[src/source/cpuPkg.sv]
package cpuPkg;

	//////////////////////////////
	// widths and counts
	//////////////////////////////
	localparam int dataWidth = 32;
	localparam int regAddrWidth = 5;
	localparam int linkReg = 31;
	localparam int dataWords = 64;

	typedef logic [dataWidth-1:0] word_t;
	typedef logic [regAddrWidth-1:0] regAddr_t;

	//////////////////////////////
	// instruction encodings
	//////////////////////////////
	// jr uses 000111, not the standard R-type form
	typedef enum logic [5:0] {
		rType = 6'b000000,
		j     = 6'b000010,
		jal   = 6'b000011,
		beq   = 6'b000100,
		jr    = 6'b000111,
		addi  = 6'b001000,
		lw    = 6'b100011,
		sw    = 6'b101011
	} opcode_t;

	typedef enum logic [5:0] {
		fnAdd = 6'b100000,
		fnSub = 6'b100010,
		fnAnd = 6'b100100,
		fnOr  = 6'b100101,
		fnSlt = 6'b101010
	} funct_t;

	typedef enum logic [2:0] {aluAnd, aluOr, aluAdd, aluSub, aluSlt} aluOp_t;
	typedef enum logic [1:0] {wbAlu, wbMem, wbLink} wbSel_t;
	typedef enum logic [1:0] {destRt, destRd, destLink} destSel_t;

	//////////////////////////////
	// stage payloads
	//////////////////////////////
	typedef struct packed {
		logic regWrite;
		logic memRead;
		logic memWrite;
		logic aluSrc;
		wbSel_t wbSel;
		destSel_t destSel;
	} ctrl_t;

	typedef struct packed {
		word_t pcPlus4;
		word_t instr;
	} fetchWord_t;

	typedef struct packed {
		logic valid;
		word_t target;
	} redirect_t;

	typedef struct packed {
		ctrl_t ctrl;
		aluOp_t aluOp;
		word_t rsVal;
		word_t rtVal;
		word_t imm;
		word_t pcPlus4;
		regAddr_t rs;
		regAddr_t rt;
		regAddr_t dest;
	} decodeOut_t;

	typedef struct packed {
		ctrl_t ctrl;
		word_t result;
		word_t storeData;
		word_t pcPlus4;
		regAddr_t dest;
	} execOut_t;

	// one architectural register write
	typedef struct packed {
		logic valid;
		regAddr_t dest;
		word_t data;
	} commit_t;

endpackage

[src/source/memoryStage.sv]
`timescale 1ns/1ps

module memoryStage (
	input logic clk,
	input logic reset,
	input cpuPkg::execOut_t executed,
	output cpuPkg::commit_t commit
);
	import cpuPkg::*;

	typedef struct packed {
		ctrl_t ctrl;
		word_t result;
		word_t loadWord;
		word_t pcPlus4;
		regAddr_t dest;
	} memWb_t;

	word_t dataMem [dataWords];
	logic [$clog2(dataWords)-1:0] wordAddr;
	word_t loadWord;
	memWb_t memWb;

	// word index from byte address bits 7:2
	assign wordAddr = executed.result[7:2];
	assign loadWord = dataMem[wordAddr];

	always_ff @(posedge clk or negedge reset) begin
		if (!reset) begin
			for (int i = 0; i < dataWords; i++) begin
				dataMem[i] <= '0;
			end
		end else if (executed.ctrl.memWrite) begin
			dataMem[wordAddr] <= executed.storeData;
		end
	end

	// memory/writeback register
	always_ff @(posedge clk or negedge reset) begin
		if (!reset) begin
			memWb <= '0;
		end else begin
			memWb <= '{ctrl: executed.ctrl, result: executed.result, loadWord: loadWord,
				pcPlus4: executed.pcPlus4, dest: executed.dest};
		end
	end

	//////////////////////////////
	// writeback selection
	//////////////////////////////
	assign commit.valid = memWb.ctrl.regWrite && memWb.dest != '0;
	assign commit.dest = memWb.dest;

	always_comb begin
		case (memWb.ctrl.wbSel)
			wbMem: commit.data = memWb.loadWord;
			wbLink: commit.data = memWb.pcPlus4;
			default: commit.data = memWb.result;
		endcase
	end

endmodule

[config.mk]
export PLATFORM = sky130hd
export DESIGN_NAME = memoryStage
export DESIGN_NICKNAME = d
export VERILOG_FILES = /design/src/source/cpuPkg.sv /design/src/source/memoryStage.sv
export SDC_FILE = /design/constraint.sdc
export NUM_CORES = 2
export LEC_CHECK = 0
export ABC_AREA = 1
export BUFFER_PORTS_ARGS = -buffer_cell sky130_fd_sc_hd__clkbuf_2
export CAP_MARGIN = 25
export CORE_MARGIN = 4
export CORE_UTILIZATION = 62
export CTS_CLUSTER_SIZE = 16
export DETAILED_ROUTE_END_ITERATION = 12
export PLACE_DENSITY_LB_ADDON = 0.1
export SLEW_MARGIN = 20
export SYNTH_ARGS = -nofsm -noshare
export SYNTH_HDL_FRONTEND = slang
export SYNTH_SLANG_ARGS = --single-unit
export TNS_END_PERCENT = 5
[constraint.sdc]
create_clock -name clk -period 1.95 [get_ports clk]
set_input_delay 0.2925 -clock clk [delete_from_list [all_inputs] [get_ports clk]]
set_output_delay 0.2925 -clock clk [all_outputs]
set_load 0.03 [all_outputs]
Word level (Yosys, flattened, before mapping)
Index checks and enable logic that the tools add are counted.
{"block": "totals", "latch_bits": 0, "rom_bits": 0, "input_bits": 111, "ramBits": 0, "output_inout_bits": 38, "memories": 0, "ff_bits": 2152}
{"block": "op_classes", "n_lt_le_gt_ge": 2, "n_mul": 0, "n_div": 0, "eq_ne": 2, "add_sub_neg": 0, "reduce_logical": 3, "shift": 0, "n_bitwise": 1, "mux": 7}
{"operator": "2048-bit bitwise mux", "n": 1}
{"operator": "32-bit binary-select mux with 6-bit select", "n": 1}
{"operator": "32-bit demux with 6-bit select", "n": 1}
{"operator": "32-bit 2-to-1 mux", "n": 3}
{"operator": "32-bit case mux with 2 select lines", "n": 1}
{"operator": "7-bit >= comparator (second input constant)", "n": 1}
{"operator": "7-bit by 1-bit < comparator with 1-bit output (second input constant)", "n": 1}
{"operator": "6-bit inverter with 7-bit output", "n": 1}
{"operator": "5-bit nonzero test", "n": 1}
{"operator": "2-bit by 1-bit equality test with 1-bit output (second input constant)", "n": 1}
{"operator": "2-bit equality test (second input constant)", "n": 1}
{"operator": "1-bit logical AND", "n": 2}

Longest topological paths before layout
{"block": "logic_depth", "ltp_word": 6, "ltp_mapped": 14, "ltp_nobuf": 11}

Worst setup path after synthesis
No wires, ideal clock.
{"block": "synth_timing", "kind": "reg-to-output", "start": "register memWb[103] in the netlist's numbering", "end": "output port commit[0] in the netlist's numbering", "required_time_ns": 1.657, "t_arrival_ns": 1.713, "stages_incl_launch_ff": 8, "slack_ns": -0.056, "cell_sequence": "dfrtp_1 -> inv_1 -> ha_1 -> clkbuf_1 -> inv_1 -> clkbuf_1 -> nor2_1 -> a21oi_1"}
{"element": "start, declared", "line_no": "memoryStage.sv:22", "text": "memWb_t memWb;"}
{"element": "start signal, assigned", "line_no": "memoryStage.sv:43", "text": "memWb <= '{ctrl: executed.ctrl, result: executed.result, loadWord: loadWord,"}
{"element": "end, declared", "line_no": "memoryStage.sv:7", "text": "output cpuPkg::commit_t commit"}

==> results_dict.tcl <==
set metrics [dict create \
    whs_path_depth 2 \
    antenna_found_initial 13 \
    postSynthAreaPerCell_um2 7.45 \
    finalHoldViolations 0 \
    chipHeight_um 409 \
    pwr_density_cell_nw_per_um2 1010 \
    clock_latency_ps 880 \
    core_area_um2 159000 \
    netlist_instances 13400 \
    hpwl_mm 212 \
    synth-main-ff-cell "dfrtp_1" \
    failed_checks "negative setup slack" \
    utilization_pct 73.5 \
    period_minus_slack_ps 2810 \
    grt_max_degree 92 \
    multi_input_area_um2 41300 \
    cts_max_level 4 \
    post-route-drc-count 0 \
    cts_sinks 2152 \
    die_w_um 409 \
    finClkSkew_ps 43.3 \
    maxSlewViolCount 0 \
    pre_cts_ws_ps -370 \
    port_buffers 144 \
    irDropWorstVdd_mv 0.986 \
    power_uw 118000 \
    fp.dieArea_um2 167000 \
    fin_ws_ps -860 \
    wl_per_cell_um 21.3 \
    clock.fmax_ghz 0.356 \
    reg2reg_slack_ps 150 \
    rr_startpoint "dataMem[1296]" \
    startpoint_type "flip-flop" \
    routed_wl_mm 338 \
    ff_latch_area_um2 53900 \
    start_util_pct 62.7 \
    area_delta_synth_final_pct 17.2 \
    grt_pass1_vias 88100 \
    drt_iter0_markers 11900 \
    vias_per_cell 5.82 \
    finalCritPeriodShare_pct 144 \
    ys_warn_count 0 \
    synth_edf_count 0 \
    synthDistinctLibCells 29 \
    worstSetupPathType "flip-flop to primary output" \
    hold_end "memWb[95]" \
    worstReg2RegEnd "memWb[53]" \
    root_buffer "clkbuf_16" \
    synthesis.nets 13500 \
    cts_buffer_depth 3 \
    worstPathArrival_ps 2520 \
    routabilityCongestion 0.955 \
    hold_start "executed[95]" \
    row_count 146 \
    maxCapViolations 0 \
    rsz0062_at_grt "true" \
    worstPathRequired_ps 1660 \
    cp_max_fo 28 \
    finalSetupViolations 36 \
    vias 92200 \
    p_leak_uw 0.0606 \
    nets 13600 \
    synth-seq-cells 2152 \
    ios 149 \
    postRouteAntennaNets 0 \
    cts_made_buffers 219 \
    synth_area_um2 99700 \
    grt_usage_pct 40.3 \
    reg2reg_depth 11 \
    clk_pin_slew_worst_paths_ps 60 \
    cts_tree "built" \
    ys_seq_area_share_pct 54.0 \
    hold_path.class "input port to flip-flop" \
    fillers 11900 \
    grt_pass1_wl_mm 520 \
    layout-drive-gt1-share_pct 9.89 \
    grt.overflow.total 0 \
    tightest_slew_ps 886 \
    firstDrtPassIters 12 \
    status "finished, violations left" \
    crit_path_end_kind "primary output" \
    relSlewSlack_pct 40.7 \
    async_flop_share_pct 100 \
]
==> what timing repair did <==
| item | in CTS | in global routing |
|---|---|---|
| buffers inserted | 5 | 1 |
| hold buffers | 106 | 0 |
| pin swaps | 2 | 4 |
| gates resized for setup | 93 | 76 |
| endpoints found under the hold margin | 1768 | 0 |
| setup endpoints to repair | 33 | 124 |
| gates cloned | 3 | 0 |
==> Yosys cell counts, types with 2 or more instances <==
cell      instances  area, um2
or2_2             3       18.8
nor2_8            8        160
clkinv_1          2       7.51
nand2_1        6726      25200
a21oi_1         915       4580
buf_1            36        135
o21ai_0        1224       6130
inv_2            13       48.8
nor3_4            7        114
nand3_1           7       35.0
nor3_1            2       10.0
inv_1           185        694
nor2_1          954       3580
buf_2           189        946
nor2_2            8       50.1
buf_4            32        240
nor4_4            2       42.5
ha_1              2       25.0
dfrtp_1        2152      53900
nor2_4           15        169
clkbuf_1        762       2860
o211ai_1          7       52.6
nand3_4           3       52.6
o21ai_1         106        531
nand2_2          17        106
==> worst max-delay path, cell delays in order, from the launching register on <==
cell,delay [ps]
dfrtp_1,410
ha_4,350
buf_4,140
buf_12,170
a21oi_1,110
a21oi_2,280
buf_6,180
==> state kept, by name (all words and copies together), names as in the netlist <==
signal and cells:
commit 5, dataMem 2048, memWb 99
==> final cells by class <==
type / instances / share of cell area [%]
diodes: 4 / 0.00856
multi-input cells: 10000 / 35.3
flip-flops and latches: 2152 / 46.1
repair buffers: 938 / 9.53
well taps: 2146 / 2.30
clock inverters: 52 / 0.462
clock buffers: 339 / 5.63
inverters: 200 / 0.665
==> report_power, final <==
part,leakage [uW],internal [uW],switching (uW)
sequential,0.0276,51700,3820
clock,0.00351,23900,18100
combinational,0.0295,7520,12500
==> metal layers <==
metal  GRT usage (%)  vias up  wire (um)
met5               0        -         82
met4            23.0       12      21900
met3            10.2     1088      40800
met2            58.9     5271     145000
met1            55.0    43800     130000
li1                -    42000          -
==> logic make-up (layout without fill, tap and decap cells) <==
group	Yosys count	count (layout)	synth area share, %
compound gates	2252	2252	11.3
buf+inv	1220	1529	4.96
simple gates	7755	7755	29.7
other cells	0	4	0
flops	2152	2152	54.0
fa+ha+maj	2	2	0.0251
==> worst max path at each step <==
stage | start | end | depth (start not counted)
2_1_floorplan | memWb[103] | commit[10] | 7
3_3_place_gp | executed[71] | memWb[61] | 15
3_5_place_dp | executed[71] | memWb[37] | 15
4_1_cts | memWb[104] | commit[7] | 7
5_1_grt | memWb[103] | commit[12] | 8
6_report | memWb[104] | commit[12] | 6
==> stage by stage <==
stage | hold slack [ps] | setup TNS, ps | instance area (um2) | instances
floorplan | -3.09 | -1610 | 99700 | 13400
global placement | 251 | -131770 | 108000 | 15300
detailed placement | 248 | -166680 | 108000 | 15300
CTS | 24.5 | -25040 | 117000 | 15800
global route | 56.8 | -26400 | 117000 | 15800
finish | 57.7 | -24830 | 117000 | 15800
==> cell usage in the layout (no fill, tap or decap), types with 40 or more instances in the layout <==
cell type      Yosys  layout
buf_4             32     388
inv_2             13      43
clkbuf_2           0     107
o21ai_0         1224    1223
dfrtp_1         2152    2152
clkbuf_16          0     223
nand2_2           17      40
a21oi_1          915     897
nand2_1         6726    6703
nor2_1           954     920
nor2_4            15      42
buf_12             0     314
clkbuf_1         762      60
clkbuf_8           0      65
inv_1            185     153
o21ai_1          106     106
dlygate4sd3_1      0     106
Power figures use the tool's default switching activity.
