### config.mk
export PLATFORM = sky130hd
export DESIGN_NAME = fetchStage
export DESIGN_NICKNAME = d
export VERILOG_FILES = /design/src/source/cpuPkg.sv /design/src/source/fetchStage.sv
export SDC_FILE = /design/constraint.sdc
export NUM_CORES = 1
export LEC_CHECK = 0
export BUFFER_PORTS_ARGS = -buffer_cell sky130_fd_sc_hd__clkbuf_2
export CAP_MARGIN = 15
export CORE_ASPECT_RATIO = 2
export CORE_MARGIN = 3
export CORE_UTILIZATION = 40
export CTS_CLUSTER_DIAMETER = 30
export DETAILED_ROUTE_END_ITERATION = 12
export PLACE_DENSITY = 0.75
export SETUP_SLACK_MARGIN = 0.2
export SLEW_MARGIN = 30
export SYNTH_ARGS = -nofsm -noshare
export SYNTH_HDL_FRONTEND = slang
export SYNTH_SLANG_ARGS = --single-unit
### constraint.sdc
create_clock -name clk -period 4 [get_ports clk]
set_input_delay 0.6 -clock clk [delete_from_list [all_inputs] [get_ports clk]]
set_output_delay 0.6 -clock clk [all_outputs]
set_load 0.01 [all_outputs]
### src/source/cpuPkg.sv
package cpuPkg;

	//////////////////////////////
	// widths and counts
	//////////////////////////////
	localparam int dataWidth = 32;
	localparam int regAddrWidth = 5;
	localparam int linkReg = 31;
	localparam int dataWords = 64;

	typedef logic [dataWidth-1:0] word_t;
	typedef logic [regAddrWidth-1:0] regAddr_t;

	//////////////////////////////
	// instruction encodings
	//////////////////////////////
	// jr uses 000111, not the standard R-type form
	typedef enum logic [5:0] {
		rType = 6'b000000,
		j     = 6'b000010,
		jal   = 6'b000011,
		beq   = 6'b000100,
		jr    = 6'b000111,
		addi  = 6'b001000,
		lw    = 6'b100011,
		sw    = 6'b101011
	} opcode_t;

	typedef enum logic [5:0] {
		fnAdd = 6'b100000,
		fnSub = 6'b100010,
		fnAnd = 6'b100100,
		fnOr  = 6'b100101,
		fnSlt = 6'b101010
	} funct_t;

	typedef enum logic [2:0] {aluAnd, aluOr, aluAdd, aluSub, aluSlt} aluOp_t;
	typedef enum logic [1:0] {wbAlu, wbMem, wbLink} wbSel_t;
	typedef enum logic [1:0] {destRt, destRd, destLink} destSel_t;

	//////////////////////////////
	// stage payloads
	//////////////////////////////
	typedef struct packed {
		logic regWrite;
		logic memRead;
		logic memWrite;
		logic aluSrc;
		wbSel_t wbSel;
		destSel_t destSel;
	} ctrl_t;

	typedef struct packed {
		word_t pcPlus4;
		word_t instr;
	} fetchWord_t;

	typedef struct packed {
		logic valid;
		word_t target;
	} redirect_t;

	typedef struct packed {
		ctrl_t ctrl;
		aluOp_t aluOp;
		word_t rsVal;
		word_t rtVal;
		word_t imm;
		word_t pcPlus4;
		regAddr_t rs;
		regAddr_t rt;
		regAddr_t dest;
	} decodeOut_t;

	typedef struct packed {
		ctrl_t ctrl;
		word_t result;
		word_t storeData;
		word_t pcPlus4;
		regAddr_t dest;
	} execOut_t;

	// one architectural register write
	typedef struct packed {
		logic valid;
		regAddr_t dest;
		word_t data;
	} commit_t;

endpackage

### src/source/fetchStage.sv
`timescale 1ns/1ps

module fetchStage (
	input logic clk,
	input logic reset,
	input logic stall,
	input cpuPkg::redirect_t redirect,
	input cpuPkg::word_t instr,
	output cpuPkg::word_t instrAddr,
	output cpuPkg::fetchWord_t fetched
);
	import cpuPkg::*;

	word_t pc;
	word_t pcPlus4;

	assign pcPlus4 = pc + 32'd4;
	assign instrAddr = pc;

	// redirect wins; a stall freezes the PC
	always_ff @(posedge clk or negedge reset) begin
		if (!reset) begin
			pc <= '0;
		end else if (redirect.valid) begin
			pc <= redirect.target;
		end else if (!stall) begin
			pc <= pcPlus4;
		end
	end

	// fetch/decode register
	always_ff @(posedge clk or negedge reset) begin
		if (!reset) begin
			fetched <= '0;
		end else if (!stall) begin
			if (redirect.valid) begin
				// squash the word fetched behind a taken branch or jump
				fetched <= '0;
			end else begin
				fetched <= '{pcPlus4: pcPlus4, instr: instr};
			end
		end
	end

endmodule

# Word level (Yosys, flattened, before mapping)
# Cells that the tools add are included.
[word_totals] reg_bits=96 output_inout_bits=96 inputBits=68 word_cells=8
[op_classes] n_addsub=1 n_eq_ne=1 muxes=3
[op_table] cell="32-bit two-way mux" count=2
[op_table] cell="64-bit two-way mux" count=1
[op_table] cell="32-bit by 3-bit adder with 32-bit output, second input constant" count=1
[op_table] cell="2-bit by 1-bit != test with 1-bit output, second input constant" count=1

# Longest topological paths before layout
[depth] word_depth=3 ltp_mapped=7 depth_no_buf=6

# Least setup slack after synthesis
# No wires, ideal clock.
[synth_timing] kind="reg-to-reg" start="register pc[10] (netlist: instrAddr[10])" end="register fetched[62] in the netlist's numbering" stages_incl_launch_ff=8 t_arrival_ns=1.853 required_time_ns=3.873 period_less_slack_ns=1.980 slack_ns=2.020 cell_sequence="dfrtp_1 -> clkbuf_2 -> nand4_2 -> or4_1 -> buf_6 -> nor4_4 -> xnor2_1 -> o21ai_2"
[synth_between] elab_chain_cells=2
[synth_rtl] element="from (decl)" line="fetchStage.sv:14" rtl="word_t pc;"
[synth_rtl] element="from (signal assigned)" line="fetchStage.sv:25" rtl="pc <= redirect.target;"
[synth_rtl] element="from (signal assigned)" line="fetchStage.sv:27" rtl="pc <= pcPlus4;"
[synth_rtl] element="32-bit by 3-bit adder with 32-bit output" line="fetchStage.sv:17" rtl="assign pcPlus4 = pc + 32'd4;"
[synth_rtl] element="64-bit two-way mux" line="fetchStage.sv:36" rtl="if (redirect.valid) begin"
[synth_rtl] element="to (signal assigned)" line="fetchStage.sv:40" rtl="fetched <= '{pcPlus4: pcPlus4, instr: instr};"
[synth_rtl] element="to (decl)" line="fetchStage.sv:10" rtl="output cpuPkg::fetchWord_t fetched"
# Every way passes these cells.
# A chain may end at the register's enable or synchronous reset.

# Worst setup path in the final report
[layout_timing] start="register pc[2] (netlist: instrAddr[2])" end="register pc[30] (netlist: instrAddr[30])"
[layout_between] elab_chain_cells=3
[layout_rtl] element="32-bit by 3-bit adder with 32-bit output" line="fetchStage.sv:17"
[layout_rtl] element="32-bit two-way mux" line="fetchStage.sv:26" rtl="end else if (!stall) begin"
[layout_rtl] element="32-bit two-way mux" line="fetchStage.sv:24" rtl="end else if (redirect.valid) begin"
# Every way passes these cells. The select of a mux whose other input is x is not followed.

==> impl_results.md <==
* CP arrival at 2.62 ns
* Transition time at the pin with the least slew margin at 0.8702 ns
* Max-slew headroom at the worst pin at between 40% and 50%
* Syn Std Cell Area at 4781 um^2
* Highest achievable clock rate at 0.4177 GHz
* Leading register cell type out of synthesis: sky130_fd_sc_hd__dfrtp_1
* Clock tree buffer depth at 2
* Clock Tree Root: sky130_fd_sc_hd__clkbuf_16
* Unrepaired setup endpoints after global routing: no
* First-pass DRT Iterations at 5
* End of the worst register-to-register path: instrAddr[30]
* Vias in the first global route at 4283
* Seq/Total Area, Yosys at between 50% and 60%
* Syn_area_per_cell at 9.247 um^2
* Endpoint of the most critical setup path: instrAddr[30]
* Worst reg-to-reg setup slack at 1.61 ns
* Highest fanout seen on the critical path at 8
* Most common cell after layout, fill and taps aside: sky130_fd_sc_hd__clkbuf_2
* Hold buffers post-CTS at 0
* Critical path start-end classification: reg -> reg
* Total nets after synthesis at between 500 and 600
* Gr ovfl total at 0
* Final Wtd Congestion at 0.8949
* WL final at between 10 and 15 mm
* Worst-skew pair later-pin latency at ~0.34 ns
* List of cells traversed by the critical path: ha_1 -> nand4_1 -> nor2_1 -> nand3_1 -> xnor2_1 -> mux2_2
* DRT antenna net count at 0
* Post-Route Setup TNS at 0 ns
* Endpoint required time on the critical path at about 4.2 ns
* Clock transition at the registers of the reported paths at 0.06 ns
* Design Area, Final at roughly 6000 um^2
* All-Layer GR Usage at 20.28%
* Shortest clock period the worst path allows after layout at 2.394 ns
* Static leakage power at 0.002770 uW
* Cell area power density at approximately 420 nW/um^2
* Number of enable flip-flop cells after synthesis at 0
* Overall via count from detail_route at 4190
* Final worst clock skew at 0.01286 ns
* Number of rows in the core area at 55
* Highest-count cells in the layout ignoring fill and taps: 161 x sky130_fd_sc_hd__clkbuf_2, 109 x sky130_fd_sc_hd__nand2_1, 96 x sky130_fd_sc_hd__dfrtp_1
* Antenna fix cells at 0
* Status: completed
* Via count normalized by instance count at 5.231
* Post-CTS setup repair buffer count at 0
* Starting density of the core at 41.60%
* Area inside the core boundary at between 10000 and 15000 um^2
* Final period utilization at 59.86%
* HP Class: in -> async
* Count of port buffers added during placement at 163
* IO Count at 164
* Synth-to-Final Area Change at 25.26%
* Largest stage delay on the critical path at 0.61 ns
* DIE AREA at 13380 um^2
* FFs w/ async S/R, synth at 100.0%
* DRC violation total after the first TritonRoute iteration at 227
* Number of distinct standard cells referenced by the synthesized netlist at 37
* Post-synthesis cell count at 517
* Worst flop-to-flop path startpoint: instrAddr[2]
* Fraction of layout cells with a size suffix above 1 at a little under a third
* Number of warnings reported in the yosys synthesis log at 0
* HPWL reported at the end of detailed placement at 9.809 mm
* Max-slew violations at 0
* Post-cts resize count at 0
* Critical path origin: instrAddr[2]
* Number of antenna violations at the first check in global routing at 0
* VDD IR-drop max at 0.2682 mV
* Worst-path cell with the longest stage delay: sky130_fd_sc_hd__nor2_1
* Element type at the critical path start: flip-flop
* Count of maximum capacitance violations at 0
* Floorplan die height at about 160 um
* Global-route wire length before repair at 21.58 mm
* NumNets Final at 724
* Sinks on Clock Net at 96
* Largest net degree at the start of global routing at 102
* Setup violation total in the final timing report at 0
* Clock tree from TritonCTS: built
* Hold violation count in the final report at 0
* Register-to-Register Path Depth at 6
* Worst setup EP type: flip-flop
* Routed wirelength normalized by instance count at 16.69 um
* Post-Place Cell Area at ~5600 um^2
* Register bit total from synthesis at 96
* Number of buffers created by CTS at 9
* Die W at 83.31 um
* Depth of the CTS H-tree at 3
* Number of remaining DRC errors at 0
[state kept, by name, summed over array words and instances (netlist names)]
signal,flops
fetched,64
instrAddr,32
[worst max-delay path, delay by kind of cell (launching register included)]
| kind | cells | cell delay [ns] |
|---|---|---|
| XOR/XNOR | 1 | 0.16 |
| adder cells (fa/ha/maj) | 1 | 0.35 |
| flip-flops | 1 | 0.50 |
| multiplexers | 1 | 0.26 |
| AND/OR/NAND/NOR | 3 | 1.01 |
[logic make-up (layout without fill, tap and decap cells)]
logic type	Yosys count	after routing	synth area share (%)
multiplexers	2	2	0.4449
AND/OR/NAND/NOR	229	229	25.15
adder cells (fa/ha/maj)	1	1	0.2617
buffers and inverters	39	181	3.559
AO/OA/AOI/OAI	94	94	10.08
XOR/XNOR	56	56	10.26
flip-flops	96	96	50.25
[report_power, final]
| part | internal (uW) | switching, uW | total (uW) |
|---|---|---|---|
| clock | 626 | 360 | 986 |
| combinational | 159 | 213 | 372 |
| sequential | 1060 | 99.3 | 1160 |
[metrics by stage]
step	cells	utilization [%]	total power, uW	setup WS, ns	hold slack (ns)
after floorplan	517	-	1350	2.020	0.3044
after global placement	786	49.00	1536	1.694	0.4684
after detailed placement	786	49.06	1548	1.614	0.4736
after CTS	801	52.04	2546	1.610	0.4360
after global routing	801	52.11	2641	1.392	0.3144
final	801	52.11	2513	1.606	0.2679
[routing by layer]
metal	global-route usage, %	vias up	share of wire, %
met3	2.823	36	5.4
met5	0	-	0
met1	21.89	1968	36
met2	36.88	184	53
met4	12.13	0	5.3
li1	-	2002	-
[layout make-up]
class                   count  area, um^2
clock inverters             5       103.9
multi-input cells         382        2215
fillers                  1057        5504
clock buffers              10       239.0
repair buffers            166       850.8
well taps                 142       177.7
flip-flops and latches     96        2402
[synth_stat cells, types with 5 or more instances]
master                     instances  area, um^2
sky130_fd_sc_hd__xor2_1           26       227.7
sky130_fd_sc_hd__buf_2             5       25.02
sky130_fd_sc_hd__or2_2             5       31.28
sky130_fd_sc_hd__dfrtp_1          96        2402
sky130_fd_sc_hd__nor3_1            9       45.04
sky130_fd_sc_hd__nand4_1          18       112.6
sky130_fd_sc_hd__nor2_1           13       48.80
sky130_fd_sc_hd__o21ai_1           6       30.03
sky130_fd_sc_hd__and3_1            5       31.28
sky130_fd_sc_hd__nand3_1          12       60.06
sky130_fd_sc_hd__xnor2_1          30       262.8
sky130_fd_sc_hd__clkbuf_1         30       112.6
sky130_fd_sc_hd__nand2_1         109       409.1
sky130_fd_sc_hd__nand2b_1         35       219.0
sky130_fd_sc_hd__o21ai_0          83       415.4
[worst min path at each step]
stage / startpoint / to / cells after the start
6_report: reset / fetched[8] / 1
5_1_grt: reset / fetched[11] / 1
4_1_cts: reset / fetched[8] / 1
3_5_place_dp: fetched[30] / fetched[30] / 2
3_3_place_gp: fetched[62] / fetched[62] / 2
2_1_floorplan: reset / fetched[0] / 0
No activity file was read; power rests on OpenSTA's default activity.
