--- config.mk ---
export PLATFORM = sky130hd
export DESIGN_NAME = decodeStage
export DESIGN_NICKNAME = d
export VERILOG_FILES = /design/src/source/cpuPkg.sv /design/src/source/registerFile.sv /design/src/source/decodeStage.sv
export SDC_FILE = /design/constraint.sdc
export NUM_CORES = 2
export LEC_CHECK = 0
export BUFFER_PORTS_ARGS = -buffer_cell sky130_fd_sc_hd__buf_2
export CORE_MARGIN = 3
export CORE_UTILIZATION = 62
export CTS_CLUSTER_DIAMETER = 80
export CTS_CLUSTER_SIZE = 25
export DETAILED_ROUTE_END_ITERATION = 10
export GPL_ROUTABILITY_DRIVEN = 0
export PLACE_DENSITY_LB_ADDON = 0.15
export SYNTH_ARGS = -nofsm -noshare
export SYNTH_HDL_FRONTEND = slang
export SYNTH_SLANG_ARGS = --single-unit
--- constraint.sdc ---
create_clock -name clk -period 5.73 [get_ports clk]
set_input_delay 1.146 -clock clk [delete_from_list [all_inputs] [get_ports clk]]
set_output_delay 1.146 -clock clk [all_outputs]
set_load 0.01 [all_outputs]
--- src/source/cpuPkg.sv ---
package cpuPkg;

	//////////////////////////////
	// widths and counts
	//////////////////////////////
	localparam int dataWidth = 32;
	localparam int regAddrWidth = 5;
	localparam int linkReg = 31;
	localparam int dataWords = 64;

	typedef logic [dataWidth-1:0] word_t;
	typedef logic [regAddrWidth-1:0] regAddr_t;

	//////////////////////////////
	// instruction encodings
	//////////////////////////////
	// jr uses 000111, not the standard R-type form
	typedef enum logic [5:0] {
		rType = 6'b000000,
		j     = 6'b000010,
		jal   = 6'b000011,
		beq   = 6'b000100,
		jr    = 6'b000111,
		addi  = 6'b001000,
		lw    = 6'b100011,
		sw    = 6'b101011
	} opcode_t;

	typedef enum logic [5:0] {
		fnAdd = 6'b100000,
		fnSub = 6'b100010,
		fnAnd = 6'b100100,
		fnOr  = 6'b100101,
		fnSlt = 6'b101010
	} funct_t;

	typedef enum logic [2:0] {aluAnd, aluOr, aluAdd, aluSub, aluSlt} aluOp_t;
	typedef enum logic [1:0] {wbAlu, wbMem, wbLink} wbSel_t;
	typedef enum logic [1:0] {destRt, destRd, destLink} destSel_t;

	//////////////////////////////
	// stage payloads
	//////////////////////////////
	typedef struct packed {
		logic regWrite;
		logic memRead;
		logic memWrite;
		logic aluSrc;
		wbSel_t wbSel;
		destSel_t destSel;
	} ctrl_t;

	typedef struct packed {
		word_t pcPlus4;
		word_t instr;
	} fetchWord_t;

	typedef struct packed {
		logic valid;
		word_t target;
	} redirect_t;

	typedef struct packed {
		ctrl_t ctrl;
		aluOp_t aluOp;
		word_t rsVal;
		word_t rtVal;
		word_t imm;
		word_t pcPlus4;
		regAddr_t rs;
		regAddr_t rt;
		regAddr_t dest;
	} decodeOut_t;

	typedef struct packed {
		ctrl_t ctrl;
		word_t result;
		word_t storeData;
		word_t pcPlus4;
		regAddr_t dest;
	} execOut_t;

	// one architectural register write
	typedef struct packed {
		logic valid;
		regAddr_t dest;
		word_t data;
	} commit_t;

endpackage

--- src/source/registerFile.sv ---
`timescale 1ns/1ps

module registerFile (
	input logic clk,
	input logic reset,
	input cpuPkg::regAddr_t rs,
	input cpuPkg::regAddr_t rt,
	input cpuPkg::commit_t commit,
	output cpuPkg::word_t rsVal,
	output cpuPkg::word_t rtVal
);
	import cpuPkg::*;

	word_t regs [32];

	always_ff @(posedge clk or negedge reset) begin
		if (!reset) begin
			for (int i = 0; i < 32; i++) begin
				regs[i] <= '0;
			end
		end else if (commit.valid) begin
			regs[commit.dest] <= commit.data;
		end
	end

	// write-through so decode sees a same-cycle commit
	always_comb begin
		if (rs == '0) rsVal = '0;
		else if (commit.valid && commit.dest == rs) rsVal = commit.data;
		else rsVal = regs[rs];

		if (rt == '0) rtVal = '0;
		else if (commit.valid && commit.dest == rt) rtVal = commit.data;
		else rtVal = regs[rt];
	end

endmodule

--- src/source/decodeStage.sv ---
`timescale 1ns/1ps

module decodeStage (
	input logic clk,
	input logic reset,
	input cpuPkg::fetchWord_t fetched,
	input cpuPkg::commit_t commit,
	output logic stall,
	output cpuPkg::redirect_t redirect,
	output cpuPkg::decodeOut_t decoded
);
	import cpuPkg::*;

	word_t instr;
	regAddr_t rs;
	regAddr_t rt;
	regAddr_t rd;
	word_t rsVal;
	word_t rtVal;
	word_t imm;
	ctrl_t ctrl;
	aluOp_t aluOp;
	logic isBeq;
	logic isJump;
	logic isJr;
	regAddr_t dest;
	decodeOut_t nextDecoded;

	assign instr = fetched.instr;
	assign rs = instr[25:21];
	assign rt = instr[20:16];
	assign rd = instr[15:11];
	assign imm = {{16{instr[15]}}, instr[15:0]};

	registerFile i_registerFile (
		.clk(clk),
		.reset(reset),
		.rs(rs),
		.rt(rt),
		.commit(commit),
		.rsVal(rsVal),
		.rtVal(rtVal)
	);

	//////////////////////////////
	// control decode
	//////////////////////////////
	always_comb begin
		ctrl = '0;
		aluOp = aluAdd;
		isBeq = 1'b0;
		isJump = 1'b0;
		isJr = 1'b0;
		case (opcode_t'(instr[31:26]))
			rType: begin
				ctrl.regWrite = 1'b1;
				ctrl.destSel = destRd;
				case (funct_t'(instr[5:0]))
					fnAdd: aluOp = aluAdd;
					fnSub: aluOp = aluSub;
					fnAnd: aluOp = aluAnd;
					fnOr: aluOp = aluOr;
					fnSlt: aluOp = aluSlt;
					// unsupported function codes write nothing
					default: ctrl.regWrite = 1'b0;
				endcase
			end
			addi: begin
				ctrl.regWrite = 1'b1;
				ctrl.aluSrc = 1'b1;
			end
			lw: begin
				ctrl.regWrite = 1'b1;
				ctrl.memRead = 1'b1;
				ctrl.aluSrc = 1'b1;
				ctrl.wbSel = wbMem;
			end
			sw: begin
				ctrl.memWrite = 1'b1;
				ctrl.aluSrc = 1'b1;
			end
			beq: isBeq = 1'b1;
			j: isJump = 1'b1;
			jal: begin
				isJump = 1'b1;
				ctrl.regWrite = 1'b1;
				ctrl.wbSel = wbLink;
				ctrl.destSel = destLink;
			end
			jr: isJr = 1'b1;
			default: ctrl = '0;
		endcase
	end

	always_comb begin
		case (ctrl.destSel)
			destRd: dest = rd;
			destLink: dest = regAddr_t'(linkReg);
			default: dest = rt;
		endcase
	end

	// load in execute feeding this instruction
	assign stall = decoded.ctrl.memRead && (decoded.rt == rs || decoded.rt == rt);

	//////////////////////////////
	// branch and jump resolution
	//////////////////////////////
	always_comb begin
		redirect.valid = 1'b0;
		redirect.target = fetched.pcPlus4 + {imm[29:0], 2'b00};
		if (isBeq && rsVal == rtVal) begin
			redirect.valid = 1'b1;
		end else if (isJump) begin
			redirect.valid = 1'b1;
			redirect.target = {fetched.pcPlus4[31:28], instr[25:0], 2'b00};
		end else if (isJr) begin
			redirect.valid = 1'b1;
			redirect.target = rsVal;
		end
		// held instruction resolves again once the stall clears
		if (stall) begin
			redirect.valid = 1'b0;
		end
	end

	assign nextDecoded = '{ctrl: ctrl, aluOp: aluOp, rsVal: rsVal, rtVal: rtVal, imm: imm,
		pcPlus4: fetched.pcPlus4, rs: rs, rt: rt, dest: dest};

	// decode/execute register, bubble on a stall
	always_ff @(posedge clk or negedge reset) begin
		if (!reset) begin
			decoded <= '0;
		end else if (stall) begin
			decoded <= '0;
		end else begin
			decoded <= nextDecoded;
		end
	end

endmodule

* Word-level counts from Yosys, hierarchy flattened
Index checks and enable logic that the tools add are counted. Widths: inputs -> output; s select.
Storage, ports and cells: register bits after elaboration 1178, latch bits 0, bits in writable memories 0, bits in read-only memories 0, bits of input ports 104, memories kept 0
Operators by class: $add $sub $neg 1, $mul 0, divide/modulo/power cells 0, magnitude comparators 4, equality and inequality tests 19, shifts and indexed selects 0, multiplexer cells 32, bitwise operators 3, reduce and logical (&&, ||, !) cells 13
Operators by type and width (number):
- $bwmux 1024 | 1
- $bmux 32 s5 | 2
- $mux 32 | 10
- $demux 32 s5 | 1
- $mux 154 | 1
- $mux 33 | 2
- $eq 6x6->1 const B | 7
- $add 32x32->32 | 1
- $eq 32x32->1 | 1
- $eq 5x5->1 | 4
- $ge 6x6->1 const B | 3
- $not 5->6 | 3
- $eq 6x2->1 const B | 2
- $eq 6x3->1 const B | 2
- $pmux 3 s4 | 1
- $logic_not 5->1 | 2
- $pmux 5 s2 | 1
- $mux 1 | 9
- $pmux 2 s2 | 2
- $eq 6x4->1 const B | 1
- $logic_not 6->1 | 1
- $lt 6x1->1 const B | 1
- $reduce_or 3->1 | 2
- $logic_and 1x1->1 | 5
- other kinds (7) | 7

* Depth between registers and ports, before layout
word-level depth 10, depth in mapped cells 15

* Cells and area by module
From an unflattened synthesis, not the netlist that was laid out.
Second synthesis, totals: cells, all modules 4575, area, all modules 62601.3 µm²
Modules (own cells, without submodules):
- registerFile | times used 1, cells an instance 3831, area each 55394.4 µm², sequential area each 25624.6 µm²
- decodeStage | times used 1, cells an instance 744, area each 7206.9 µm², sequential area each 3428.3 µm²

* Least setup slack after synthesis
Ideal clock, no wire load.
path type input to output, start input port fetched[0] (netlist bit), end output port redirect[30] (netlist bit), arrival time 3.859 ns, data required time 4.584 ns, setup slack 0.725 ns, stages on the path 12, cell sequence ha_1 > fa_1 > a21o_1 > a21oi_1 > o21ai_0 > a31oi_1 > a211oi_1 > o221a_2 > o221ai_1 > nor3b_1 > mux2_2 > o21ai_0
RTL lines:
- from (decl) | line decodeStage.sv:6 | input cpuPkg::fetchWord_t fetched,
- to (decl) | line decodeStage.sv:9 | output cpuPkg::redirect_t redirect,

==> metrics.txt <==
outcome=complete, but fails checks; violated checks=negative setup slack; GRT Overall Usage=39.9%; number of buffers created by CTS=56; number of antenna violations at the first check in global routing=17; via count of the first global-routing pass=42.9k; fraction of synthesized cell area taken by the top area cell type=46.8%; count of endpoints failing setup in the final report=1; summed area of non-filler cells in the final layout=68,400 sq um; Crit path arrival time=4.62 ns; drt via density=7.29; first-pass GRT wire length=299,000 microns; Setup CP Type=in2out; most used cells in the layout excluding fill and tap cells=1,161 x sky130_fd_sc_hd__dfrtp_1, 1,028 x sky130_fd_sc_hd__mux2_2, 517 x sky130_fd_sc_hd__mux4_2; chip height=323 microns; drt initial violations=5,199; part of the Yosys area used for sequential elements=46.8%; via count=42.9k; Die Area=104,000 sq um; total power divided by cell area=308 nW/um^2; area of the core region=98,900 sq um; EDFF count, synth=0; worst-case setup margin in the final layout=-0.0356 ns; proportion of layout cells with a drive suffix above 1=50.5%; slew at the pin with the worst max-slew slack=1.31 ns; clock tree from TritonCTS=yes; Netlist Area Pre-Place=62,100 sq um; total buffers and inverters traversed by the critical path=3; top cell family by delay on the critical path=simple AND/OR/NAND/NOR gates; root buffer cell=sky130_fd_sc_hd__clkbuf_16; clk sinks=1,161; average wire per standard cell=35.0 microns; initial core utilization=62.8%; worst reg2reg setup slack=3.17 ns; count of H-tree levels built during CTS=2; total of flip-flops plus latches after synthesis=1,161; final clock period utilization by the worst path=101%; max-capacitance violation count=0; synth-to-layout area growth=10.2%; overall die width=323 microns; type of the most critical hold path=in2async; Final Net Count=4,703; post-detailed-placement half-perimeter wirelength=134,000 microns; fmax=173 MHz; critical path cell sequence=buf_2, nor2b_2, buf_4, a22oi_1, a21oi_1, nor3_1, nor3_1, xor2_1, nand4_1, nor4_1, a31o_1, buf_2; WL final=206,000 microns; DRC viols=0; top cell type by total area after synthesis=sky130_fd_sc_hd__dfrtp_1; Synth Net Count=4,460; RSZ-0062 raised after global routing=yes; gate count after technology mapping=4,323; length of the first detailed-routing pass in iterations=6; total overflow reported by the global router=0; Top-Level Pins=292; cell types with the largest area share after synthesis=sky130_fd_sc_hd__dfrtp_1 47%, sky130_fd_sc_hd__mux4_2 19%, sky130_fd_sc_hd__mux2_2 19%; worst-skew pair later-pin latency=0.71 ns; Post-CTS Hold Fix Bufs=0; setup skew after layout=0.0220 ns; area after detailed placement=66,600 sq um; largest net degree at the start of global routing=147; relative slew slack=12.6%; main flop type after synthesis=sky130_fd_sc_hd__dfrtp_1; leakage power figure=0.0300 uW; R2R cell count=7; proportion of register bits with asynchronous set or reset after synthesis=100%; Worst IR Drop VDD=0.312 mV; CP Max Fanout=13; Final TNS setup=-0.0356 ns; Cell Rows=115; shortest period the worst path allows=5.77 ns; data required time of the worst path=4.58 ns; most common cell after layout, fill and taps aside=sky130_fd_sc_hd__dfrtp_1; Final Max Slew Viols=0; worst-case clock buffer depth=3; Worst setup SP type=input pin; number of hold violations in the final report=0; number of distinct library cell variants in the gate-level netlist after synthesis=79; clock-pin slew reported for the worst setup and hold paths after clock tree synthesis=0.10 ns; Ys Warns=0; Syn Area/Cell=14.4 sq um; Critical Path Slowest Stage Cell=sky130_fd_sc_hd__nor2b_2; Port Buf Inserts=291; start of the worst register-to-register path=i_registerFile.regs[65]; r2r endpoint=decoded[80]; critical path endpoint category=output pin; number of routed nets with antenna violations=0; highest cell delay on the worst timing path=0.61 ns
[repair_timing]
item                                    in CTS  in global routing
pin swaps                                    3                  3
resized for setup                           10                 10
buffers inserted                             0                  0
endpoints found under the setup margin       1                  2
cloned                                       3                  1
[power breakdown]
group	total [uW]	internal, uW	switching, uW
registers	10800	9700	1080
clock network	4680	1890	2790
logic	5650	3180	2470
[final cells by class]
cell class	count	area (sq um)
timing repair buffer	623	4940
antenna	14	35.0
clock buffer	61	1440
multi-input combinational	2698	31100
inverter	26	100
fill	6885	30400
sequential	1161	29100
clock inverter	16	170
tap	1287	1610
[how the worst max path moves through the flow]
stage                startpoint      endpoint  cells past startpoint
finish              fetched[20]  redirect[32]                     12
global route        fetched[16]  redirect[32]                     14
CTS                 fetched[21]  redirect[32]                     12
detailed placement  fetched[16]  redirect[32]                     14
global placement    fetched[16]  redirect[32]                     14
floorplan            fetched[0]  redirect[30]                     12
[Yosys cell counts, drive strengths merged (32+ instances only)]
cell	instances
a211oi	56
a21oi	48
a22oi	37
buf	189
clkbuf	249
dfrtp	1161
ha	32
mux2	1028
mux2i	95
mux4	517
nand2	138
nand3	32
nor2	146
nor2b	89
nor3	37
o21ai	70
o22ai	53
xnor2	44
[flip-flops by register name, summed over array words and instances, names as in the netlist]
register / flops
decoded: 137
i_registerFile.regs: 1024
[layer usage]
metal	wire length [microns]	track usage, %
met1	76200	54.2
met2	91100	58.2
met3	25100	11.9
met4	13600	22.0
met5	88	0
[through the flow]
stage	utilization, %	cells	hold WS, ns	power, uW	worst slack (ns)
2_1_floorplan	-	4323	0.461	14400	0.725
3_3_place_gp	67.4	5792	0.480	16200	-0.332
3_5_place_dp	67.4	5792	0.492	16400	-0.329
4_1_cts	69.1	5871	0.471	21000	0.00748
5_1_grt	69.2	5879	0.493	21900	-0.0333
6_report	69.2	5886	0.450	21100	-0.0356
[cell families (layout without fill, tap and decap cells)]
logic type | count (synthesis) | count (layout) | synth area share (%)
compound gates | 432 | 432 | 4.94
xor+xnor | 73 | 73 | 1.03
fa+ha+maj | 33 | 33 | 0.677
buf+inv | 464 | 726 | 3.59
flops | 1161 | 1161 | 46.8
simple gates | 520 | 520 | 4.09
mux | 1640 | 1640 | 38.9
other cells | 0 | 14 | 0
(Power assumes the default switching activity.)
