--- src/source/cpuPkg.sv ---
package cpuPkg;

	//////////////////////////////
	// widths and counts
	//////////////////////////////
	localparam int dataWidth = 32;
	localparam int regAddrWidth = 5;
	localparam int linkReg = 31;
	localparam int dataWords = 64;

	typedef logic [dataWidth-1:0] word_t;
	typedef logic [regAddrWidth-1:0] regAddr_t;

	//////////////////////////////
	// instruction encodings
	//////////////////////////////
	// jr uses 000111, not the standard R-type form
	typedef enum logic [5:0] {
		rType = 6'b000000,
		j     = 6'b000010,
		jal   = 6'b000011,
		beq   = 6'b000100,
		jr    = 6'b000111,
		addi  = 6'b001000,
		lw    = 6'b100011,
		sw    = 6'b101011
	} opcode_t;

	typedef enum logic [5:0] {
		fnAdd = 6'b100000,
		fnSub = 6'b100010,
		fnAnd = 6'b100100,
		fnOr  = 6'b100101,
		fnSlt = 6'b101010
	} funct_t;

	typedef enum logic [2:0] {aluAnd, aluOr, aluAdd, aluSub, aluSlt} aluOp_t;
	typedef enum logic [1:0] {wbAlu, wbMem, wbLink} wbSel_t;
	typedef enum logic [1:0] {destRt, destRd, destLink} destSel_t;

	//////////////////////////////
	// stage payloads
	//////////////////////////////
	typedef struct packed {
		logic regWrite;
		logic memRead;
		logic memWrite;
		logic aluSrc;
		wbSel_t wbSel;
		destSel_t destSel;
	} ctrl_t;

	typedef struct packed {
		word_t pcPlus4;
		word_t instr;
	} fetchWord_t;

	typedef struct packed {
		logic valid;
		word_t target;
	} redirect_t;

	typedef struct packed {
		ctrl_t ctrl;
		aluOp_t aluOp;
		word_t rsVal;
		word_t rtVal;
		word_t imm;
		word_t pcPlus4;
		regAddr_t rs;
		regAddr_t rt;
		regAddr_t dest;
	} decodeOut_t;

	typedef struct packed {
		ctrl_t ctrl;
		word_t result;
		word_t storeData;
		word_t pcPlus4;
		regAddr_t dest;
	} execOut_t;

	// one architectural register write
	typedef struct packed {
		logic valid;
		regAddr_t dest;
		word_t data;
	} commit_t;

endpackage

--- src/source/executeStage.sv ---
`timescale 1ns/1ps

module executeStage (
	input logic clk,
	input logic reset,
	input cpuPkg::decodeOut_t decoded,
	input cpuPkg::commit_t commit,
	output cpuPkg::execOut_t executed
);
	import cpuPkg::*;

	logic memFwdValid;
	word_t memFwdData;
	word_t opA;
	word_t bVal;
	word_t opB;
	word_t aluResult;

	// newest value first: memory stage, then writeback
	function automatic word_t pickOperand(
		input regAddr_t src,
		input word_t regVal,
		input logic memValid,
		input regAddr_t memDest,
		input word_t memData,
		input commit_t wb
	);
		word_t value;
		value = regVal;
		if (src != '0) begin
			if (memValid && memDest == src) begin
				value = memData;
			end else if (wb.valid && wb.dest == src) begin
				value = wb.data;
			end
		end
		return value;
	endfunction

	//////////////////////////////
	// forwarding
	//////////////////////////////
	assign memFwdValid = executed.ctrl.regWrite && executed.dest != '0;
	// jal carries its link value in pcPlus4
	assign memFwdData = (executed.ctrl.wbSel == wbLink) ? executed.pcPlus4 : executed.result;

	assign opA = pickOperand(decoded.rs, decoded.rsVal, memFwdValid, executed.dest,
		memFwdData, commit);
	assign bVal = pickOperand(decoded.rt, decoded.rtVal, memFwdValid, executed.dest,
		memFwdData, commit);
	assign opB = decoded.ctrl.aluSrc ? decoded.imm : bVal;

	//////////////////////////////
	// ALU
	//////////////////////////////
	always_comb begin
		case (decoded.aluOp)
			aluAnd: aluResult = opA & opB;
			aluOr: aluResult = opA | opB;
			aluAdd: aluResult = opA + opB;
			aluSub: aluResult = opA - opB;
			aluSlt: aluResult = ($signed(opA) < $signed(opB)) ? 32'd1 : 32'd0;
			default: aluResult = opA;
		endcase
	end

	// execute/memory register
	always_ff @(posedge clk or negedge reset) begin
		if (!reset) begin
			executed <= '0;
		end else begin
			executed.ctrl <= decoded.ctrl;
			executed.result <= aluResult;
			executed.storeData <= bVal;
			executed.pcPlus4 <= decoded.pcPlus4;
			executed.dest <= decoded.dest;
		end
	end

endmodule

--- config.mk ---
export PLATFORM = sky130hd
export DESIGN_NAME = executeStage
export DESIGN_NICKNAME = d
export VERILOG_FILES = /design/src/source/cpuPkg.sv /design/src/source/executeStage.sv
export SDC_FILE = /design/constraint.sdc
export NUM_CORES = 1
export LEC_CHECK = 0
export ABC_AREA = 1
export BUFFER_PORTS_ARGS = -buffer_cell sky130_fd_sc_hd__buf_4
export CAP_MARGIN = 40
export CORE_UTILIZATION = 35
export DETAILED_ROUTE_END_ITERATION = 16
export SETUP_SLACK_MARGIN = 0.5
export SYNTH_ARGS = -nofsm -noshare
export SYNTH_HDL_FRONTEND = slang
export SYNTH_SLANG_ARGS = --single-unit
export TNS_END_PERCENT = 20
--- constraint.sdc ---
create_clock -name clk -period 8.9 [get_ports clk]
set_input_delay 1.78 -clock clk [delete_from_list [all_inputs] [get_ports clk]]
set_output_delay 1.78 -clock clk [all_outputs]
set_load 0.03 [all_outputs]
# After elaboration in Yosys (flattened, before gate mapping)
# Index checks and enable logic that the tools add are counted.
# op_classes
add_sub_neg,2
multipliers,0
div_mod_pow,0
order_cmp,1
eq_ne,9
shift,0
n_mux,10
bitwise,2
n_reduce_logical,9
# ops
op,count
$mux 32,8
$pmux 32 s5,1
$add 32x32->32,1
$and 32x32->32,1
$lt 32x32->1,1
$or 32x32->32,1
$sub 32x32->32,1
$eq 5x5->1,4
$reduce_bool 5->1,3
$eq 3x2->1 const B,2
$logic_and 1x1->1,5
$eq 3x1->1 const B,1
$eq 3x3->1 const B,1
$logic_not 3->1,1
$eq 2x2->1 const B,1
$mux 1,1
# totals
regBits,109
latch_bits,0
mem_bits_rw,0
mem_bits_ro,0
word_cells,43
memories,0

# Depth between registers and ports, before layout
# Gate-level depths: netlist (run 1).
# depth
word_depth,9
ltp_mapped,29
depth_no_buf,26

# Least setup slack after synthesis (run 1)
# Ideal clock, no wire load.
# synth_path
kind,input to register
startpoint,input decoded[13] in the netlist's numbering
endpoint,register executed[99] in the netlist's numbering
t_arrival_ns,4.326
required_ns,8.770
slack_ns,4.443
cell_stages,23
path_buffers,4
cell_sequence,xor2_1 -> nor2_2 -> nand2_2 -> buf_6 -> buf_6 -> buf_6 -> o21ai_0 -> nand3_1 -> nand2_1 -> inv_1 -> ha_1 -> clkbuf_1 -> nor2_1 -> inv_1 -> nor2_1 -> inv_1 -> nor2_1 -> and2_1 -> nand2_1 -> nand2_1 -> nand2_1 -> nand3_1 -> nand4_1
# synth_between
elab_chain_len,7
elab_cells_between_ends,13
classes_between,2 x add/sub; 2 x eq/ne; 4 x mux; 2 x bitwise; 3 x reduce/logical
# synth_lines
element,line,source
"start, declared",executeStage.sv:6,"input cpuPkg::decodeOut_t decoded,"
$eq 5x5->1,executeStage.sv:33,end else if (wb.valid && wb.dest == src) begin
$logic_and 1x1->1,executeStage.sv:33,
$mux 32,executeStage.sv:33,
$mux 32,executeStage.sv:31,if (memValid && memDest == src) begin
$mux 32 *,executeStage.sv:30,if (src != '0) begin
$sub 32x32->32 (tied with other cells),executeStage.sv:61,aluSub: aluResult = opA - opB;
$pmux 32 s5 *,executeStage.sv:57,case (decoded.aluOp)
net aluResult[30],executeStage.sv:17,word_t aluResult;
"end, declared",executeStage.sv:8,output cpuPkg::execOut_t executed
# The timed path passes the listed nets; every way through them passes the cells marked *.

# Final worst setup path (run 1)
# layout_path
startpoint,input decoded[5] in the netlist's numbering
endpoint,register executed[81] in the netlist's numbering
# layout_between
elab_chain_len,8
elab_cells_between_ends,14
classes_between,2 x add/sub; 2 x eq/ne; 5 x mux; 2 x bitwise; 3 x reduce/logical
# layout_lines
element,line,source
$eq 5x5->1,executeStage.sv:33,
$logic_and 1x1->1,executeStage.sv:33,
$mux 32,executeStage.sv:33,
$mux 32,executeStage.sv:31,
$mux 32 *,executeStage.sv:30,
net bVal[0],executeStage.sv:15,word_t bVal;
$mux 32 *,executeStage.sv:51,assign opB = decoded.ctrl.aluSrc ? decoded.imm : bVal;
$sub 32x32->32 or $add 32x32->32 (tied branches),"executeStage.sv:61, executeStage.sv:60",
$pmux 32 s5 *,executeStage.sv:57,
net aluResult[12],executeStage.sv:17,
# Marked as above.

==> summary by stage, run 1 <==
Drt
The number of remaining DRC errors is 0. The overall via count from detail_route is 14900. In this run, the number of DRC markers left after iteration 0 of detailed routing was between 1500 and 2000. Dividing the detail-routed wire length by the instance count gives 19.4 um. The final antenna-violating net count is 0. The detailed-route wire length is 56100 um.

Using the TritonRoute via totals, the vias-per-cell ratio works out to between 5 and 6. The first-pass detailed-route iteration total is 6.

Logic synthesis
The async set-reset flop share out of synthesis is 1.00. By area the synthesized netlist is led by sky130_fd_sc_hd__nand2_1 (23%), sky130_fd_sc_hd__dfrtp_1 (22%), sky130_fd_sc_hd__inv_1 (11%), sky130_fd_sc_hd__ha_1 (10%), sky130_fd_sc_hd__nand3_1 (8.8%). The synthesized design contains approximately 110 register bits. The synthesized area per cell is a little under 6 um^2.

The cell area after synthesis is 0.0126 mm^2. The compound-gate portion of the synthesized area is 0.120. For this run, the leading register cell type out of synthesis is sky130_fd_sc_hd__dfrtp_1. The number of instances in the synthesized netlist is approximately 2200.

By area, the combinational part of the netlist is dominated by simple AND/OR/NAND/NOR gates. The distinct cell type count of the synthesized netlist is 45. Of the total synthesized cell area, the portion taken by XOR and XNOR cells is 0.00417.

The number of nets in the synthesized netlist is between 2000 and 2500. Of the total synthesized cell area, the portion taken by full adders, half adders and majority gates is 0.105. The synthesized design spends more area on one cell type than any other, namely sky130_fd_sc_hd__nand2_1. The sequential cell area fraction in the yosys report is 0.216. For this run, the number of Yosys warnings is 0. The count of flip-flops with a built-in enable after synthesis is 0. The post-synthesis simple-gate area fraction is 0.392. Measured against the total synthesized area, the mux share comes to 0.0169. The share of synthesized area in the top cell type comes to 0.226.

Critical path
The peak fanout along the critical path is 34. The cell with the most instances on the worst path is sky130_fd_sc_hd__nand2_1. Counting both buffers and inverters, the worst setup path holds a total of 7.

The worst setup path is of the in -> reg kind. The type of origin of the critical path is a primary input. Data on the critical path arrives at its endpoint at approximately 6000 ps. The longest individual stage delay on the worst path is between 500 and 600 ps. The kind of cell with the highest combined delay on the critical path is simple AND/OR/NAND/NOR gates. The critical path's slowest cell is sky130_fd_sc_hd__fa_1. The worst setup path is captured at a flip-flop. STA puts the critical path data required time at 9210 ps.

Floorplan
The area enclosed by the die boundary is roughly 0.037 mm^2. The initial standard-cell utilization of the core is 0.355. The region available for standard cell placement spans about 0.035 mm^2.

Measured along the y axis, the die boundary spans roughly 190 um. The die width is ~190 um. The number of ports placed on the die boundary is just over 300. Row generation in the floorplan step produced just under 70 rows.

Power and ir drop
VDD sags by at most 0.133 mV. The fraction of power spent switching nets is 0.461. Of the total power, registers draw 0.282. For this design the total switching power over the nets is between 900 and 1000 uW. Summed over all cells, the static leakage comes to around 0.0090 uW. Of the total power, the clock network draws 0.220. The part of the power in combinational logic is 0.499. The internal power summed over all cells is 1100 uW. The power density relative to cell area is about 130 mW/mm^2.

Layout
0 antenna diodes ended up in the layout. After the last flow step, the layout net total stands at 2720. The number of flip-flops under the largest register name is 109. After routing the design area is roughly 0.016 mm^2. Excluding fillers, the count of instances in the completed layout stands at approximately 2900. From synthesis to final layout, the design area changed by 23.3%. The final core utilization is 0.438. Ranked by flip-flop count, first place goes to executed. In the final layout, the share of cells above drive strength 1 is 0.156. In the final layout, the registers with the most flip-flops are executed (109).

Flow run
The count of max-cap constraint violations is 0.

Global route
The all-layer global routing usage is 0.298. The first-pass GRT wire length is slightly above 80000 um. The number of global-route vias before repair is around 14000.

Summed over all layers, the global routing overflow is 0. Entering global routing, the biggest net connects 52 pins. The initial antenna violation count is 1.

Placement
The total cell area at the placement stage is between 0.015 and 0.02 mm^2. The number of cells after detailed placement is between 2000 and 3000. The HPWL after detailed placement is 46600 um. The number of buffers added on ports is just over 300.

Routability-driven placement finished with a final weighted congestion of between 1 and 1.5.

Min path
The path class of the lowest-slack min-delay path is reg -> reg.

CTS
The buffer cell driving the clock tree root is sky130_fd_sc_hd__clkbuf_16. TritonCTS created 9 clock buffers. Clock-pin slew was measured on the worst setup and hold paths at about 80 ps. TritonCTS built the clock tree.

CTS saw about 110 sinks. The post-cts repair resize count is 0. In this run the number of H-tree levels came out at 3. Buffers added to address setup during post-CTS repair amount to 0. The maximum root-to-sink buffer count is 2. For this design, the CTS-stage hold fixing added 0 buffers.

The later pin in the worst-skew pair is clocked with a latency of around 390 ps.

STA
The number of hold violations in the final report is 0. Final hold analysis gives a worst-case slack of 734 ps. Setup repair after global routing left no endpoint under its margin. Static timing analysis puts the maximum clock frequency at 175 MHz. The normalized max-slew margin is 0.500. Dividing the final minimum period by the clock period gives 0.643. The max-slew violation count is 0. The clock arrives with between 20 and 25 ps of skew. The time the final worst path needs with I/O delays and setup is 5720 ps. Setup violations remaining at the end of the flow were counted as 0.

The post-route setup TNS is 0 ps. The actual transition at the worst max-transition pin is ~750 ps.

Status
The flow ran to the end, and the final reports show no timing, DRC or antenna violations.
tightest hold or removal path: cells and delay by family, from the launching register on:
family	cells	cell delay, ps
DFF	1	360
muxes	1	80
and+or+nand+nor	3	250
through the flow:
stage	total power [uW]	setup WS, ps
after floorplan	1180	4440
after global placement	1570	2970
after detailed placement	1580	2970
after CTS	2030	3350
after global routing	2160	2860
final	2040	3180
power by group through the flow:
stage	clock (uW)	combinational, uW	sequential [uW]
6_report	447	1020	574
5_1_grt	473	1110	578
4_1_cts	458	1000	573
3_5_place_dp	0	996	583
3_3_place_gp	0	990	583
2_1_floorplan	0	525	659
placed cells by master, fill, tap and decap left out, types with 17 or more instances in the layout:
master	count
sky130_fd_sc_hd__a21oi_1	68
sky130_fd_sc_hd__buf_4	318
sky130_fd_sc_hd__dfrtp_1	109
sky130_fd_sc_hd__ha_1	103
sky130_fd_sc_hd__inv_1	377
sky130_fd_sc_hd__mux2i_1	19
sky130_fd_sc_hd__nand2_1	759
sky130_fd_sc_hd__nand3_1	221
sky130_fd_sc_hd__nand4_1	25
sky130_fd_sc_hd__nor2_1	144
sky130_fd_sc_hd__o21ai_0	134
sky130_fd_sc_hd__o21ai_2	17
path summary, 6_finish.rpt:
kind / to / cells after the start / startpoint / slack (ps)
max: executed[81] / 27 / decoded[5] / 3180
min: executed[53] / 4 / executed[21] / 730
max reg2reg: executed[81] / 26 / executed[0] / 4090
min reg2reg: executed[53] / 4 / executed[21] / 730
max in group asynchronous: executed[12] / 3 / reset / 6340
min in group asynchronous: executed[15] / 1 / reset / 1380
metal layers:
layer  vias up  GRT usage  share of wire
met5         -          0              0
met4         0     0.0769          0.022
met2       720      0.472           0.44
li1       7262          -              -
met3        67     0.0502          0.098
met1      6899      0.417           0.44
kinds of logic after synthesis:
logic type                 count (synthesis)
AOI/OAI and AO/OA                        270
DFF                                      109
muxes                                     21
xor gates and xnor gates                   6
buffers and inverters                    471
adders and majority gates                105
and+or+nand+nor                         1194
cell type report:
cell class                 count  area [um^2]
clock buffer                  10          239
clock inverter                 6         68.8
fill                        3832        19900
inverter                     386         1450
multi-input combinational   1596         8060
sequential                   109         2730
tap                          461          577
timing repair buffer         319         2410
cells in the mapped netlist (7+ instances only):
cell type and n:
sky130_fd_sc_hd__inv_1 378, sky130_fd_sc_hd__mux2i_1 19, sky130_fd_sc_hd__o21ai_1 8, sky130_fd_sc_hd__nand4_1 25, sky130_fd_sc_hd__a21oi_1 68, sky130_fd_sc_hd__o21ai_0 134, sky130_fd_sc_hd__nor2_1 146, sky130_fd_sc_hd__clkbuf_1 61
sky130_fd_sc_hd__o22ai_1 13, sky130_fd_sc_hd__o21a_1 7, sky130_fd_sc_hd__ha_1 103, sky130_fd_sc_hd__a211oi_1 8, sky130_fd_sc_hd__nand3_1 221, sky130_fd_sc_hd__dfrtp_1 109, sky130_fd_sc_hd__o21ai_2 17, sky130_fd_sc_hd__buf_2 9
sky130_fd_sc_hd__nand2_1 760, sky130_fd_sc_hd__nor3_1 13
Note: power is estimated with default switching activity, not from simulation.
==> run 2: changes to the inputs <==
==> constraint.sdc (replaced) <==
create_clock -name clk -period 5.3 [get_ports clk]
set_input_delay 1.06 -clock clk [delete_from_list [all_inputs] [get_ports clk]]
set_output_delay 1.06 -clock clk [all_outputs]
set_load 0.03 [all_outputs]
==> summary by stage, run 2 (same netlist as run 1, synthesis figures left out) <==
STA
The worst hold margin came to 610 ps (-124 ps). The actual transition at the worst max-transition pin is 717 ps (-28.5 ps). The post-route setup TNS is 0 ps (unchanged). The max-slew violation count is 0 (unchanged).

The worst path in the final design needs a cycle of 4450 ps, including I/O delays and setup. The timing-limited maximum frequency is about 220 MHz. The total setup violations reported at the end of the flow is 0 (unchanged).

The clock tree skew after final layout is 28.8 ps (+8.41 ps). The number of hold violations in the final report is 0 (unchanged). The normalized max-slew margin came to 0.517 (+0.0170).

The fraction of the cycle the final worst path needs is 0.840. Setup repair after global routing left no endpoint under its margin.

CTS
The post-CTS setup-driven buffer insertion count came to 0 (unchanged). The clock buffer count from CTS was 9 (unchanged). The buffer cell driving the clock tree root is sky130_fd_sc_hd__clkbuf_16. The maximum root-to-sink buffer count is 2 (unchanged).

The total clock sinks is 109 (unchanged). The clock transition time at the flip-flop clock pins of the worst setup and hold paths was 110 ps (+30 ps). The clock insertion delay at the later pin of the skew report is 400 ps (about the same).

The clock tree from TritonCTS is done. The maximum level of the CTS H-tree is 3 (unchanged).

Power and ir drop
The maximum vdd ir drop is 0.260 mV (+94%). The reported leakage power is 0.00905 uW (+0.57%). The power density relative to cell area is 221 mW/mm^2 (+68%).

Drt
The number of remaining DRC errors is 0 (unchanged). The first-pass detailed-route iteration total was 6 (unchanged). The ratio of routed vias to standard cells is 5.20 (+0.44%).

The overall via count from detail_route is 15100 (+0.82%). The final antenna-violating net count is 0 (unchanged). The first-iteration detailed-routing DRC count is 1909 (+6.1%).

The detailed-route wire length is 62000 um (+11%). The detail-routed net length per standard cell is 21.4 um (+10%).

Global route
The all-layer global routing usage came to 0.334 (+0.0360). The initial antenna violation count was 2 (+1). The leftover overflow at the end of global routing is 0 (unchanged). The number of global-route vias before repair is 14000 (+2.1%). The pin count of the biggest net entering global routing is 48 (-7.7%).

The first-pass GRT wire length is 90000 um (+10%).

Floorplan
The area enclosed by the die boundary came to 0.0368 mm^2 (unchanged). The placeable core region is 0.0355 mm^2 (unchanged). The height of the chip came to 192 um (unchanged).

The row count is 69 (unchanged). The initial standard-cell utilization of the core is 0.355 (unchanged). The number of ports placed on the die boundary is 303 (unchanged).

The die width was 192 um (unchanged).

Flow run
The count of max-cap constraint violations came to 0 (unchanged).

Layout
The number of flip-flops under the largest register name is 109 (unchanged). The largest registers in the layout are executed (109). The filler cell count in the final layout is 3873 (+1.1%).

Leaving out fill and tap cells, the most frequent cell in the layout is sky130_fd_sc_hd__nand2_1. The area overhead of the layout relative to synthesis is 24.1%. The library cells used most frequently in the layout, excluding fill and tap cells, are sky130_fd_sc_hd__nand2_1 (759), sky130_fd_sc_hd__inv_1 (377), sky130_fd_sc_hd__buf_4 (328).

The fraction of final layout cells sized beyond drive strength 1 came to 0.160 (+0.00422). The final core utilization is 0.441 (+0.00317). The final instance area is 0.0157 mm^2 (+0.72%).

The register with the most flip-flops in the final layout is executed. The number of diodes came to 0 (unchanged). The net count of the finished layout is 2733 (+0.48%). The number of cells in the finished layout apart from fillers came to 2898 (+0.38%).

Critical path
The total buffers and inverters traversed by the critical path is 4 (-3). STA classifies the critical path startpoint as a primary input. The required time reported for the critical path endpoint is 5560 ps (-3650 ps). The critical path goes through buf_4, xor2_1, nor2_4, nand2_2, buf_4, inv_2, nand2_1, nand3_1, nand2_1, inv_1, ha_1, fa_1, nand2_1, nand2_1, nand2_1, o21ai_1, o21ai_0, o21ai_0, nor2_1, nand3_1. The kind of cell with the highest combined delay on the critical path is simple AND/OR/NAND/NOR gates. The worst endpoint data arrival time is 4710 ps (-1330 ps). The longest individual stage delay on the worst path was 510 ps (-20 ps). The peak fanout along the critical path came to 38 (+12%). The critical path's slowest cell is sky130_fd_sc_hd__fa_1. The cell with the most instances on the worst path is sky130_fd_sc_hd__nand2_1.

The setup path with the least slack is of type in -> reg. The capturing element type of the critical path is a flip-flop.

Placement
The estimated wirelength of the detail-placed design is 51600 um (+11%). The weighted congestion at the end of routability-driven global placement is 1.00 (-0.68%). The total cell area at the placement stage is 0.0154 mm^2 (+0.95%). The number of cells after detailed placement is 2884 (+0.45%). The number of buffers added on ports is 302 (unchanged).

Min path
The path class of the lowest-slack min-delay path is in -> async.

Status
The run finished with clean final reports.
[run 2: changes by cell type in the layout (fill, tap and decap cells not counted)]
| cell | previous run | this run |
|---|---|---|
| sky130_fd_sc_hd__buf_4 | 318 | 328 |
| sky130_fd_sc_hd__buf_12 | 0 | 3 |
| sky130_fd_sc_hd__clkinv_2 | 2 | 0 |
| sky130_fd_sc_hd__nor2_2 | 3 | 1 |
| sky130_fd_sc_hd__nor2_4 | 0 | 2 |
| sky130_fd_sc_hd__bufinv_16 | 1 | 0 |
| sky130_fd_sc_hd__clkbuf_8 | 1 | 0 |
| sky130_fd_sc_hd__clkinv_4 | 1 | 2 |
| sky130_fd_sc_hd__clkinvlp_4 | 0 | 1 |
| sky130_fd_sc_hd__nand3_1 | 221 | 220 |
| sky130_fd_sc_hd__nand3_2 | 1 | 2 |
[run 2: power by group]
part	internal [uW]	total (uW)	switching (uW)
logic	566	1740	1180
clock network	324	730	406
registers	905	982	77.3
total	1790	3450	1660
[run 2: final cells by class]
cell class,count,area (um^2),area share
flip-flops and latches,109,2730,0.174
multi-input cells,1596,8070,0.516
well taps,461,577,0.0369
repair buffers,332,2550,0.163
clock buffers,9,225,0.0144
clock inverters,5,45.0,0.00288
inverters,386,1450,0.0929
[run 2: path summary, 6_finish.rpt]
path	startpoint	end	slack [ps]	cells past startpoint
setup / recovery	decoded[13]	executed[77]	850	20
hold / removal	reset	executed[43]	610	1
setup reg to reg	executed[0]	executed[77]	1080	21
hold reg to reg	executed[75]	executed[43]	740	4
max in group asynchronous	reset	executed[95]	3910	2
min in group clk	executed[75]	executed[43]	740	4
[run 2: stage by stage]
| stage | power, uW | setup slack [ps] |
|---|---|---|
| floorplan | 1990 | 1560 |
| global placement | 2700 | 508 |
| detailed placement | 2700 | 499 |
| CTS | 3440 | 904 |
| global route | 3670 | 528 |
| finish | 3450 | 846 |
[run 2: metal layers]
| metal | share of wire | track usage |
|---|---|---|
| met1 | 0.45 | 0.482 |
| met2 | 0.43 | 0.514 |
| met5 | 0 | 0 |
| met3 | 0.097 | 0.0537 |
| met4 | 0.020 | 0.0815 |
[run 2: repair_timing]
| item | in CTS | in global routing |
|---|---|---|
| setup endpoints to repair | 0 | 1 |
| hold buffers | 0 | 0 |
| gates resized for setup | 0 | 1 |
